==> src/hdl/rv_exec_pkg.sv <==
`default_nettype none

package rv_exec_pkg;

    typedef enum logic [3:0] {
        ALU_ADD,
        ALU_SUB,
        ALU_SLL,
        ALU_SLT,
        ALU_SLTU,
        ALU_XOR,
        ALU_SRL,
        ALU_SRA,
        ALU_OR,
        ALU_AND,
        ALU_PASS_B      // LUI.
    } alu_op_e;

    typedef struct packed {
        logic [6:0] funct7;
        logic [4:0] rs2;
        logic [4:0] rs1;
        logic [2:0] funct3;
        logic [4:0] rd;
        logic [6:0] opcode;
    } inst_r_t;

    typedef struct packed {
        logic [11:0] imm;
        logic [4:0]  rs1;
        logic [2:0]  funct3;
        logic [4:0]  rd;
        logic [6:0]  opcode;
    } inst_i_t;

    typedef struct packed {
        logic [6:0] imm11_5;
        logic [4:0] rs2;
        logic [4:0] rs1;
        logic [2:0] funct3;
        logic [4:0] imm4_0;
        logic [6:0] opcode;
    } inst_s_t;

    typedef struct packed {
        logic       imm12;
        logic [5:0] imm10_5;
        logic [4:0] rs2;
        logic [4:0] rs1;
        logic [2:0] funct3;
        logic [3:0] imm4_1;
        logic       imm11;
        logic [6:0] opcode;
    } inst_b_t;

    typedef struct packed {
        logic [19:0] imm31_12;
        logic [4:0]  rd;
        logic [6:0]  opcode;
    } inst_u_t;

    typedef struct packed {
        logic       imm20;
        logic [9:0] imm10_1;
        logic       imm11;
        logic [7:0] imm19_12;
        logic [4:0] rd;
        logic [6:0] opcode;
    } inst_j_t;

    // One instruction word, viewed per format.
    typedef union packed {
        inst_r_t r;
        inst_i_t i;
        inst_s_t s;
        inst_b_t b;
        inst_u_t u;
        inst_j_t j;
    } inst_u;

    typedef struct packed {
        alu_op_e    alu_op;
        logic       op1_pc;
        logic       op2_imm;
        logic       reg_write;
        logic       jal;
        logic       jalr;
        logic       branch;
        logic [2:0] funct3;     // Branch condition.
    } dec_ctrl_t;

    typedef struct packed {
        dec_ctrl_t   ctrl;
        logic [4:0]  rd;
        logic [4:0]  rs1;
        logic [4:0]  rs2;
        logic [31:0] imm;
        logic [31:0] pc;
    } dec_bundle_t;

    typedef struct packed {
        logic        valid;
        dec_ctrl_t   ctrl;
        logic [4:0]  rd;
        logic [31:0] op1;
        logic [31:0] op2;
        logic [31:0] rs1_data;
        logic [31:0] rs2_data;
        logic [31:0] pc;
        logic [31:0] link;
        logic [31:0] pc_target;
    } ex_bundle_t;

    typedef struct packed {
        logic        valid;
        logic [4:0]  rd;
        logic [31:0] data;
    } wb_t;

    localparam dec_ctrl_t CTRL_NOP = '{
        alu_op:    ALU_ADD,
        op1_pc:    1'b0,
        op2_imm:   1'b0,
        reg_write: 1'b0,
        jal:       1'b0,
        jalr:      1'b0,
        branch:    1'b0,
        funct3:    3'b000
    };

endpackage

`default_nettype wire
==> src/hdl/rv_exec_top.sv <==
`timescale 1ns/1ns
`default_nettype none

module rv_exec_top
#(
    parameter int PC_BITS = 32
)
(
    input  wire                         i_clk,
    input  wire                         i_rst_n,
    input  wire                         i_stall,
    input  wire                         i_inst_valid,
    input  wire rv_exec_pkg::inst_u     i_inst,
    input  wire [31:0]                  i_pc,
    output rv_exec_pkg::wb_t            o_wb,
    output logic                        o_redirect,
    output logic [PC_BITS-1:0]          o_redirect_pc
);

    import rv_exec_pkg::*;

    dec_bundle_t dec;
    ex_bundle_t  ex;
    logic [4:0]  rs1_idx;
    logic [4:0]  rs2_idx;
    logic [31:0] rs1_data;
    logic [31:0] rs2_data;
    logic        rd_en;

    assign rd_en = !i_stall;    // Read address holds with the operand stage.

    rv_decoder u_decoder
    (
        .i_inst     (i_inst),
        .i_pc       (i_pc),
        .i_valid    (i_inst_valid),
        .o_dec      (dec),
        .o_rs1      (rs1_idx),
        .o_rs2      (rs2_idx)
    );

    rv_regfile u_regfile
    (
        .i_clk      (i_clk),
        .i_rst_n    (i_rst_n),
        .i_rs1      (rs1_idx),
        .i_rs2      (rs2_idx),
        .i_rd_en    (rd_en),
        .i_wb       (o_wb),
        .o_rs1_data (rs1_data),
        .o_rs2_data (rs2_data)
    );

    rv_operand_stage #(.PC_BITS(PC_BITS)) u_operand_stage
    (
        .i_clk      (i_clk),
        .i_rst_n    (i_rst_n),
        .i_stall    (i_stall),
        .i_flush    (o_redirect),
        .i_dec      (dec),
        .i_valid    (i_inst_valid),
        .i_rs1_data (rs1_data),
        .i_rs2_data (rs2_data),
        .o_ex       (ex)
    );

    rv_alu_stage #(.PC_BITS(PC_BITS)) u_alu_stage
    (
        .i_clk          (i_clk),
        .i_rst_n        (i_rst_n),
        .i_stall        (i_stall),
        .i_ex           (ex),
        .o_wb           (o_wb),
        .o_redirect     (o_redirect),
        .o_redirect_pc  (o_redirect_pc)
    );

endmodule

`default_nettype wire

==> src/hdl/rv_alu_stage.sv <==
`timescale 1ns/1ns
`default_nettype none

module rv_alu_stage
#(
    parameter int PC_BITS = 32
)
(
    input  wire                             i_clk,
    input  wire                             i_rst_n,
    input  wire                             i_stall,
    input  wire rv_exec_pkg::ex_bundle_t    i_ex,
    output rv_exec_pkg::wb_t                o_wb,
    output logic                            o_redirect,
    output logic [PC_BITS-1:0]              o_redirect_pc
);

    import rv_exec_pkg::*;

    logic [31:0] alu_res;
    logic [4:0]  shamt;
    logic        taken;
    logic        fire;
    logic [31:0] link_addr;
    logic        wb_valid;
    logic [4:0]  wb_rd;
    logic [31:0] wb_data;

    assign shamt = i_ex.op2[4:0];

    always_comb
    begin
        case (i_ex.ctrl.alu_op)
            ALU_SUB:    alu_res = i_ex.op1 - i_ex.op2;
            ALU_SLL:    alu_res = i_ex.op1 << shamt;
            ALU_SLT:    alu_res = 32'($signed(i_ex.op1) < $signed(i_ex.op2));
            ALU_SLTU:   alu_res = 32'(i_ex.op1 < i_ex.op2);
            ALU_XOR:    alu_res = i_ex.op1 ^ i_ex.op2;
            ALU_SRL:    alu_res = i_ex.op1 >> shamt;
            ALU_SRA:    alu_res = $signed(i_ex.op1) >>> shamt;
            ALU_OR:     alu_res = i_ex.op1 | i_ex.op2;
            ALU_AND:    alu_res = i_ex.op1 & i_ex.op2;
            ALU_PASS_B: alu_res = i_ex.op2;
            default:    alu_res = i_ex.op1 + i_ex.op2;
        endcase
    end

    // Compare on register data, not on the muxed operands.
    always_comb
    begin
        case (i_ex.ctrl.funct3)
            3'b000:  taken = (i_ex.rs1_data == i_ex.rs2_data);
            3'b001:  taken = (i_ex.rs1_data != i_ex.rs2_data);
            3'b100:  taken = ($signed(i_ex.rs1_data) < $signed(i_ex.rs2_data));
            3'b101:  taken = ($signed(i_ex.rs1_data) >= $signed(i_ex.rs2_data));
            3'b110:  taken = (i_ex.rs1_data < i_ex.rs2_data);
            3'b111:  taken = (i_ex.rs1_data >= i_ex.rs2_data);
            default: taken = 1'b0;
        endcase
    end

    assign fire          = i_ex.valid && !i_stall;
    assign o_redirect    = fire && (i_ex.ctrl.jal || i_ex.ctrl.jalr ||
                                    (i_ex.ctrl.branch && taken));
    assign o_redirect_pc = i_ex.pc_target[PC_BITS-1:0];
    assign link_addr     = 32'(i_ex.link[PC_BITS-1:0]);

    always_ff @(posedge i_clk)
    begin
        if (!i_rst_n)
            wb_valid <= 1'b0;
        else
            wb_valid <= fire && i_ex.ctrl.reg_write && (i_ex.rd != 5'd0);
    end

    always_ff @(posedge i_clk)
    begin
        wb_rd   <= i_ex.rd;
        wb_data <= (i_ex.ctrl.jal || i_ex.ctrl.jalr) ? link_addr : alu_res;
    end

    assign o_wb = '{valid: wb_valid, rd: wb_rd, data: wb_data};

endmodule

`default_nettype wire

==> src/hdl/rv_operand_stage.sv <==
`timescale 1ns/1ns
`default_nettype none

module rv_operand_stage
#(
    parameter int PC_BITS = 32
)
(
    input  wire                             i_clk,
    input  wire                             i_rst_n,
    input  wire                             i_stall,
    input  wire                             i_flush,
    input  wire rv_exec_pkg::dec_bundle_t   i_dec,
    input  wire                             i_valid,
    input  wire [31:0]                      i_rs1_data,
    input  wire [31:0]                      i_rs2_data,
    output rv_exec_pkg::ex_bundle_t         o_ex
);

    import rv_exec_pkg::*;

    localparam logic [PC_BITS-1:1] PC_STEP = 2;     // 4 bytes.

    logic               valid_q;
    dec_ctrl_t          ctrl_q;
    logic [4:0]         rd_q;
    logic [31:0]        imm_q;
    logic [PC_BITS-1:1] pc_q;
    logic [31:0]        op1;
    logic [31:0]        op2;
    logic [PC_BITS-1:1] tgt_base;
    logic [PC_BITS-1:1] tgt_offset;
    logic               tgt_carry;
    logic [PC_BITS-1:1] pc_target;
    logic [PC_BITS-1:1] link;

    always_ff @(posedge i_clk)
    begin
        if (!i_rst_n || i_flush)
        begin
            valid_q <= 1'b0;
            ctrl_q  <= CTRL_NOP;
            rd_q    <= '0;
        end
        else if (!i_stall)
        begin
            valid_q <= i_valid;
            ctrl_q  <= i_dec.ctrl;
            rd_q    <= i_dec.rd;
        end
    end

    always_ff @(posedge i_clk)
    begin
        if (!i_stall)
        begin
            imm_q <= i_dec.imm;
            pc_q  <= i_dec.pc[PC_BITS-1:1];
        end
    end

    assign op1 = ctrl_q.op1_pc ? 32'({pc_q, 1'b0}) : i_rs1_data;
    assign op2 = ctrl_q.op2_imm ? imm_q : i_rs2_data;

    assign tgt_base   = ctrl_q.jalr ? i_rs1_data[PC_BITS-1:1] : pc_q;
    assign tgt_offset = imm_q[PC_BITS-1:1];
    assign tgt_carry  = ctrl_q.jalr && i_rs1_data[0] && imm_q[0]; // Lost bit 0 carry.
    assign pc_target  = tgt_base + tgt_offset + tgt_carry;
    assign link       = pc_q + PC_STEP;

    assign o_ex = '{
        valid:     valid_q,
        ctrl:      ctrl_q,
        rd:        rd_q,
        op1:       op1,
        op2:       op2,
        rs1_data:  i_rs1_data,
        rs2_data:  i_rs2_data,
        pc:        32'({pc_q, 1'b0}),
        link:      32'({link, 1'b0}),
        pc_target: 32'({pc_target, 1'b0})
    };

endmodule

`default_nettype wire

==> src/hdl/rv_regfile.sv <==
`timescale 1ns/1ns
`default_nettype none

module rv_regfile
(
    input  wire                     i_clk,
    input  wire                     i_rst_n,
    input  wire [4:0]               i_rs1,
    input  wire [4:0]               i_rs2,
    input  wire                     i_rd_en,
    input  wire rv_exec_pkg::wb_t   i_wb,
    output logic [31:0]             o_rs1_data,
    output logic [31:0]             o_rs2_data
);

    logic [31:0] regs [1:31];
    logic [4:0]  raddr [2];
    logic [4:0]  raddr_q [2];
    logic [31:0] fresh [2];
    logic [31:0] rdata_q [2];
    logic [31:0] rdata [2];

    assign raddr[0] = i_rs1;
    assign raddr[1] = i_rs2;

    always_ff @(posedge i_clk)
    begin
        if (i_wb.valid && (i_wb.rd != 5'd0))
            regs[i_wb.rd] <= i_wb.data;
    end

    always_comb
    begin
        for (int p = 0; p < 2; p++)
        begin
            if (raddr[p] == 5'd0)
                fresh[p] = '0;
            else if (i_wb.valid && (i_wb.rd == raddr[p]))
                fresh[p] = i_wb.data;   // Write-through.
            else
                fresh[p] = regs[raddr[p]];
            // Pending writeback to the held address wins.
            if (i_wb.valid && (raddr_q[p] != 5'd0) && (i_wb.rd == raddr_q[p]))
                rdata[p] = i_wb.data;
            else
                rdata[p] = rdata_q[p];
        end
    end

    always_ff @(posedge i_clk)
    begin
        if (!i_rst_n)
        begin
            for (int p = 0; p < 2; p++)
            begin
                raddr_q[p] <= '0;
                rdata_q[p] <= '0;
            end
        end
        else
        begin
            for (int p = 0; p < 2; p++)
            begin
                if (i_rd_en)
                begin
                    raddr_q[p] <= raddr[p];
                    rdata_q[p] <= fresh[p];
                end
                else
                    rdata_q[p] <= rdata[p];     // Held read picks up late writes.
            end
        end
    end

    assign o_rs1_data = rdata[0];
    assign o_rs2_data = rdata[1];

endmodule

`default_nettype wire

==> src/hdl/rv_decoder.sv <==
`timescale 1ns/1ns
`default_nettype none

module rv_decoder
(
    input  wire rv_exec_pkg::inst_u         i_inst,
    input  wire [31:0]                      i_pc,
    input  wire                             i_valid,
    output rv_exec_pkg::dec_bundle_t        o_dec,
    output logic [4:0]                      o_rs1,
    output logic [4:0]                      o_rs2
);

    import rv_exec_pkg::*;

    localparam logic [6:0] OPC_OP     = 7'b0110011;
    localparam logic [6:0] OPC_OP_IMM = 7'b0010011;
    localparam logic [6:0] OPC_LUI    = 7'b0110111;
    localparam logic [6:0] OPC_AUIPC  = 7'b0010111;
    localparam logic [6:0] OPC_JAL    = 7'b1101111;
    localparam logic [6:0] OPC_JALR   = 7'b1100111;
    localparam logic [6:0] OPC_BRANCH = 7'b1100011;

    logic [6:0]  opcode;
    logic [2:0]  f3;
    logic [31:0] imm_i;
    logic [31:0] imm_b;
    logic [31:0] imm_u;
    logic [31:0] imm_j;
    logic [31:0] imm;
    dec_ctrl_t   ctrl;

    // SUB only exists in the register form.
    function automatic alu_op_e arith_op(input logic [2:0] funct3, input logic alt,
                                         input logic sub_ok);
        case (funct3)
            3'b000:  return (alt && sub_ok) ? ALU_SUB : ALU_ADD;
            3'b001:  return ALU_SLL;
            3'b010:  return ALU_SLT;
            3'b011:  return ALU_SLTU;
            3'b100:  return ALU_XOR;
            3'b101:  return alt ? ALU_SRA : ALU_SRL;
            3'b110:  return ALU_OR;
            default: return ALU_AND;
        endcase
    endfunction

    assign opcode = i_inst.r.opcode;
    assign f3     = i_inst.r.funct3;

    assign imm_i = {{20{i_inst.i.imm[11]}}, i_inst.i.imm};
    assign imm_b = {{19{i_inst.b.imm12}}, i_inst.b.imm12, i_inst.b.imm11,
                    i_inst.b.imm10_5, i_inst.b.imm4_1, 1'b0};
    assign imm_u = {i_inst.u.imm31_12, 12'h000};
    assign imm_j = {{11{i_inst.j.imm20}}, i_inst.j.imm20, i_inst.j.imm19_12,
                    i_inst.j.imm11, i_inst.j.imm10_1, 1'b0};

    always_comb
    begin
        ctrl = CTRL_NOP;
        imm  = imm_i;
        case (opcode)
            OPC_OP:
            begin
                ctrl.alu_op    = arith_op(f3, i_inst.r.funct7[5], 1'b1);
                ctrl.reg_write = 1'b1;
            end
            OPC_OP_IMM:
            begin
                ctrl.alu_op    = arith_op(f3, i_inst.r.funct7[5], 1'b0); // imm[10] picks SRA.
                ctrl.op2_imm   = 1'b1;
                ctrl.reg_write = 1'b1;
            end
            OPC_LUI:
            begin
                ctrl.alu_op    = ALU_PASS_B;
                ctrl.op2_imm   = 1'b1;
                ctrl.reg_write = 1'b1;
                imm            = imm_u;
            end
            OPC_AUIPC:
            begin
                ctrl.op1_pc    = 1'b1;
                ctrl.op2_imm   = 1'b1;
                ctrl.reg_write = 1'b1;
                imm            = imm_u;
            end
            OPC_JAL:
            begin
                ctrl.jal       = 1'b1;
                ctrl.reg_write = 1'b1;
                imm            = imm_j;
            end
            OPC_JALR:
            begin
                ctrl.jalr      = 1'b1;
                ctrl.reg_write = 1'b1;
            end
            OPC_BRANCH:
            begin
                ctrl.branch = (f3[2:1] != 2'b01);   // 010 and 011 are reserved.
                ctrl.funct3 = f3;
                imm         = imm_b;
            end
            default: ;
        endcase
        if (!i_valid)
            ctrl = CTRL_NOP;
    end

    assign o_rs1 = i_inst.r.rs1;
    assign o_rs2 = i_inst.r.rs2;

    assign o_dec = '{
        ctrl: ctrl,
        rd:   i_inst.r.rd,
        rs1:  i_inst.r.rs1,
        rs2:  i_inst.r.rs2,
        imm:  imm,
        pc:   i_pc
    };

endmodule

`default_nettype wire

==> config.mk <==
export PLATFORM = sky130hd
export DESIGN_NAME = rv_exec_top
export DESIGN_NICKNAME = d
export VERILOG_FILES = /design/src/hdl/rv_exec_pkg.sv /design/src/hdl/rv_exec_top.sv /design/src/hdl/rv_alu_stage.sv /design/src/hdl/rv_operand_stage.sv /design/src/hdl/rv_regfile.sv /design/src/hdl/rv_decoder.sv
export SDC_FILE = /design/constraint.sdc
export NUM_CORES = 2
export LEC_CHECK = 0
export BUFFER_PORTS_ARGS = -buffer_cell sky130_fd_sc_hd__buf_4
export CORE_MARGIN = 2
export CORE_UTILIZATION = 51
export CTS_BUF_LIST = sky130_fd_sc_hd__clkbuf_8
export CTS_CLUSTER_DIAMETER = 100
export DETAILED_ROUTE_END_ITERATION = 16
export PLACE_DENSITY_LB_ADDON = 0.1
export SETUP_SLACK_MARGIN = 0.5
export SYNTH_ARGS = -nofsm -noshare
export SYNTH_HDL_FRONTEND = slang
export SYNTH_HIERARCHICAL = 1
export SYNTH_SLANG_ARGS = --single-unit
==> constraint.sdc <==
create_clock -name i_clk -period 14.45 [get_ports i_clk]
set_input_delay 0.7225 -clock i_clk [delete_from_list [all_inputs] [get_ports i_clk]]
set_output_delay 0.7225 -clock i_clk [all_outputs]
set_load 0.05 [all_outputs]
== Word-level counts from Yosys, hierarchy flattened ==
Memories as Yosys holds them, arrays and structs flattened.
Cells that the tools add are included.
Cells by class
  muxes and demuxes: 40
  shifts and indexed selects: 3
  equality and inequality tests: 35
  bitwise operators: 9
  $add $sub $neg: 5
  order comparisons: 6
  reduce and logical (&&, ||, !) cells: 30
Operators with widths (count)
  32-bit two-way mux: 13
  32-bit one-hot mux with 10 select lines: 1
  32-bit < comparator: 4
  31-bit one-hot mux with 3 select lines: 1
  32-bit >= comparator: 2
  4-bit one-hot mux with 7 select lines: 2
  32-bit adder: 1
  32-bit bitwise AND: 1
  32-bit equality test: 1
  32-bit != test: 1
  32-bit OR: 1
  32-bit by 5-bit left shift with 32-bit output: 1
  32-bit by 5-bit right shift with 32-bit output: 1
  32-bit by 5-bit >>> shifter with 32-bit output: 1
  32-bit subtractor: 1
  32-bit bitwise XOR: 1
  31-bit by 1-bit adder with 31-bit output: 1
  31-bit by 2-bit adder with 31-bit output (second input constant): 1
  31-bit adder: 1
  31-bit two-way mux: 1
  3-bit equality test (second input constant): 7
  7-bit equality test (second input constant): 3
  5-bit equality test: 4
  5-bit nonzero test: 4
  24 further kinds: 73
Word-level totals
  memory bits (writable): 1066
  memories kept: 3
  bits in registers: 120
  bits of input ports: 68
  output and inout bits: 71
  logic and storage cells: 147
Memory list
  u_regfile.regs: words 31, width 32, read ports 2, clocked after Yosys merged registers in 0, wr ports 1, line rv_regfile.sv:16  | logic [31:0] regs [1:31];
  u_regfile.rdata_q: words 2, width 32, read ports 2, clocked after Yosys merged registers in 0, wr ports 2, line rv_regfile.sv:20  | logic [31:0] rdata_q [2];
  u_regfile.raddr_q: words 2, width 5, read ports 2, clocked after Yosys merged registers in 0, wr ports 2, line rv_regfile.sv:18  | logic [4:0] raddr_q [2];

== Longest topological paths before layout ==
An unclocked memory read counts as a cell.
  depth in word-level cells: 11
  gate-level depth with buffers: 24
  depth with buffers taken out: 19

== Hierarchy ==
The synthesis kept the hierarchy.
Modules (own cells, without submodules)
  rv_regfile: cells each 2771, instances 1, sequential area each 32010.7 µm², area each 50502.2 µm²
  rv_alu_stage: cells each 1620, instances 1, sequential area each 760.7 µm², area each 11360.9 µm²
  rv_operand_stage: cells each 625, instances 1, sequential area each 2272.2 µm², area each 6414.9 µm²
  rv_decoder: cells each 140, instances 1, sequential area each 0.0 µm², area each 1034.7 µm²
  rv_exec_top: cells each 1, instances 1, sequential area each 0.0 µm², area each 3.8 µm²

== Worst setup path before layout ==
No wires, ideal clock.
  kind: register to register
  start: register u_alu_stage.wb_rd[3]
  end: register u_operand_stage.ctrl_q, in the netlist u_operand_stage/o_ex[229]
  setup time: 128 ps
  data arrival time: 6783 ps
  cell stages (with the launch flop): 23
  clock period less this slack: 6910 ps
  data required time: 14322 ps
  path buffers: 5
  slack: 7540 ps
  cells stage by stage: dfxtp_1 clkbuf_1 xnor2_1 nand3_1 a211oi_2 clkbuf_1 mux2_2 buf_4 ha_1 a21o_1 a21o_1 a211oi_1 o22a_1 a31oi_1 or4_1 mux2_2 a21oi_1 or4b_1 o21ai_0 nand2b_1 clkbuf_1 buf_1 nor2_1
On the way
  cells in the longest elaborated chain, start to end: 9
  elaborated cells between the ends (all ways): 17
  those cells by class: 4 x order compare; 4 x eq/ne; 3 x mux; 6 x reduce/logical
RTL lines
  from (decl): line rv_alu_stage.sv:26  | logic [4:0] wb_rd;
  from (signal assigned): line rv_alu_stage.sv:78  | wb_rd <= i_ex.rd;
  5-bit equality test (*): line rv_regfile.sv:43  | if (i_wb.valid && (raddr_q[p] != 5'd0) && (i_wb.rd == raddr_q[p]))
  1-bit logical AND (*): line rv_regfile.sv:43
  32-bit two-way mux (*): line rv_regfile.sv:43
  named net rs1_data[9]: line rv_exec_top.sv:26  | logic [31:0] rs1_data;
  32-bit >= comparator (tied with other cells): line rv_alu_stage.sv:57  | 3'b111: taken = (i_ex.rs1_data >= i_ex.rs2_data);
  1-bit one-hot mux with 6 select lines (*): line rv_alu_stage.sv:51  | case (i_ex.ctrl.funct3)
  1-bit logical AND (*): line rv_alu_stage.sv:64  | (i_ex.ctrl.branch && taken));
  1-bit logical OR (*): line rv_alu_stage.sv:63  | assign o_redirect = fire && (i_ex.ctrl.jal || i_ex.ctrl.jalr ||
  1-bit logical AND (*): line rv_alu_stage.sv:63
  named net o_redirect: line rv_exec_top.sv:16  | output logic o_redirect,
  1-bit logical OR (*): line rv_operand_stage.sv:39  | if (!i_rst_n || i_flush)
  to (signal assigned): line rv_operand_stage.sv:48  | ctrl_q <= i_dec.ctrl;
  to (decl): line rv_operand_stage.sv:25  | dec_ctrl_t ctrl_q;
The timed path passes the listed nets; every way through them passes the cells marked *.
A chain may end at the register's enable or synchronous reset.

== Worst setup path after layout ==
  start: register u_alu_stage.wb_rd[3]
  end: output o_redirect
On the way
  cells in the longest elaborated chain, start to end: 8
  elaborated cells between the ends (all ways): 16
  those cells by class: 4 x order compare; 4 x eq/ne; 3 x mux; 5 x reduce/logical
RTL lines (line)
  5-bit equality test (*): rv_regfile.sv:43
  1-bit logical AND (*): rv_regfile.sv:43
  32-bit two-way mux (*): rv_regfile.sv:43
  named net rs1_data[31]: rv_exec_top.sv:26
  32-bit >= comparator (tied with other cells): rv_alu_stage.sv:57
  1-bit one-hot mux with 6 select lines (*): rv_alu_stage.sv:51
  1-bit logical AND (*): rv_alu_stage.sv:64
  1-bit logical OR (*): rv_alu_stage.sv:63
  1-bit logical AND (*): rv_alu_stage.sv:63
  to (decl): rv_exec_top.sv:16
Marks and branches as above.

==> results.toml <==
[status]
status = "complete, no violations"

[floorplanning]
io_pins = 139
core_area_mm2 = 0.135
die_area_mm2 = 0.139
initial_core_util = 0.512
die_w_um = 372
rows = 135
die_y_um = 372

[min_path]
min_path_type = "in -> reg"
hold_end = "u_operand_stage/rd_q[0]$_SDFFE_PP0N_"
hold_start = "i_inst[7]"
hold_depth = 3

[timing]
fmax_mhz = 128
rsz0062_at_grt = "no"
period_minus_slack_ns = 7.78
period_share = 0.539
final.setup_skew_ns = 0.0570
setup-violations-final = 0
tightest_slew_ns = 1.39
whs_ns = 0.115
maxSlewViolCount = 0
fin_setup_tns_ns = 0
finalHoldViolCount = 0
slew_headroom = 0.0679

[clocking]
cts_tree = "yes"
cts_sinks = 1186
clockBufferDepth = 3
cts_resized = 0
clk_latency_ns = 0.95
postCtsSetupBuffers = 0
numCtsBuffers = 198
cts_max_level = 4
clk_pin_slew_ns = 0.06
cts_root_buf = "clkbuf_8"

[detailed_routing]
via_per_inst = 6.97
drc = 0
num_vias = 49864
wl_um = 245000
wire_per_inst_um = 34.2
antenna_left = 0
drtIter0Drc = 6742
dr.pass1.iters = 9

[worst_setup_path]
endpoint_kind = "output pin"
arrival_ns = 7.06
startpoint_type = "flip-flop"
r2r-end = "u_operand_stage/o_ex[241]$_SDFFE_PP0N_"
setup.worst_path.class = "reg -> out"
ff2ff_setup_slack_ns = 7.55
crit_path_max_fanout = 34
rr_worst_depth = 17
r2r-start = "u_alu_stage/wb_rd[3]$_DFF_P_"
required_ns = 13.73

[yosys]
avgSynthCellArea_um2 = 13.5
netlist_area_mm2 = 0.0692
synth_cells = 5144
ys.warnings.count = 6

[placed_design]
place.gp.congestion = 0.996
place_inst = 6754
dp_hpwl_um = 159000
port_buffers = 136

[final_layout]
drive_gt1_frac = 0.254
instances_no_fill = 7155
final_core_util = 0.559
nets = 5440
layout.cells.most_common = "edfxtp_1"
most-common-layout-cells = "edfxtp_1, mux4_2, nor2_1"
synthToLayoutAreaGrowth_pct = 9.15

[power_and_ir_drop]
ir_worst_vdd_mv = 0.0853
p_leak_nw = 26.3
powerDensity_mw_per_mm2 = 117

[global_route]
grt.total_usage = 0.350
grt_pass1_vias = 47645
grt_pass1_wl_um = 346000
overflow = 0
antenna_found_initial = 10
grt_max_degree = 89

[job]
drv_cap = 0
==> state kept, by name, indices dropped and copies added, names as in the netlist <==
register and flops:
u_alu_stage/wb_data 32, u_alu_stage/wb_rd 5, u_alu_stage/wb_valid 1, u_operand_stage/imm_q 32
u_operand_stage/o_ex 13, u_operand_stage/pc_q 31, u_operand_stage/rd_q 5, u_operand_stage/valid_q 1
u_regfile/raddr_q 10, u_regfile/rdata_q 64, u_regfile/regs 992
==> worst max-delay path, stage by stage (launching register included) <==
cell and delay (ns):
dfxtp_1 0.73, xnor2_1 0.19, nand3_1 0.14, a211oi_4 0.21, buf_4 0.49, mux2_2 0.46
ha_1 0.62, nand4_1 0.19, nor3_1 0.51, inv_1 0.20, a31oi_1 0.46, or4_1 0.53
mux2_2 0.25, a21oi_1 0.06, or4b_1 0.52, o21ai_0 0.25, buf_4 0.25
==> per-layer routing <==
metal / up-vias / wire, um / global-route usage
li1: 20579 / - / -
met1: 25662 / 98900 / 0.495
met2: 3078 / 111000 / 0.537
met3: 537 / 24500 / 0.0659
met4: 8 / 10100 / 0.135
met5: - / 129 / 0.00420
==> report_power, final <==
group          switching (mW)  leakage [nW]  internal, mW
registers              0.0675          10.8          4.01
clock network            1.42          2.21          1.48
logic                    1.26          13.3         0.580
==> worst max-delay path by stage <==
stage,startpoint,depth (start not counted),end,slack (ns)
2_1_floorplan,u_alu_stage/wb_rd[3]$_DFF_P_,22,u_operand_stage/o_ex[229]$_SDFFE_PP0N_,7.54
3_3_place_gp,u_alu_stage/wb_rd[3]$_DFF_P_,17,o_redirect_pc[25],7.69
3_5_place_dp,u_alu_stage/wb_rd[3]$_DFF_P_,16,o_redirect,7.79
4_1_cts,u_alu_stage/wb_rd[3]$_DFF_P_,16,o_redirect,6.75
5_1_grt,u_alu_stage/wb_rd[3]$_DFF_P_,16,o_redirect,6.52
6_report,u_alu_stage/wb_rd[3]$_DFF_P_,16,o_redirect,6.67
==> timing repair <==
item,CTS,global route
endpoints found under the setup margin,0,0
hold buffers,36,0
endpoints found under the hold margin,36,0
==> per-stage QoR <==
stage               setup WS, ns  instance area, um2  power [mW]
detailed placement          7.79               71400        5.94
floorplan                   7.54               69500        5.35
CTS                         6.75               75500        8.83
finish                      6.67               75600        8.81
global placement            7.69               71400        5.93
global route                6.52               75600        9.10
==> cell type report <==
class                   instances  area (um2)
fillers                     11013       59600
flip-flops and latches       1186       35000
multi-input cells            3356       31400
clock buffers                 203        2790
repair buffers                318        2570
well taps                    1781        2230
clock inverters               160         987
inverters                     149         559
diodes                          2        5.00
Power figures use the tool's default switching activity.
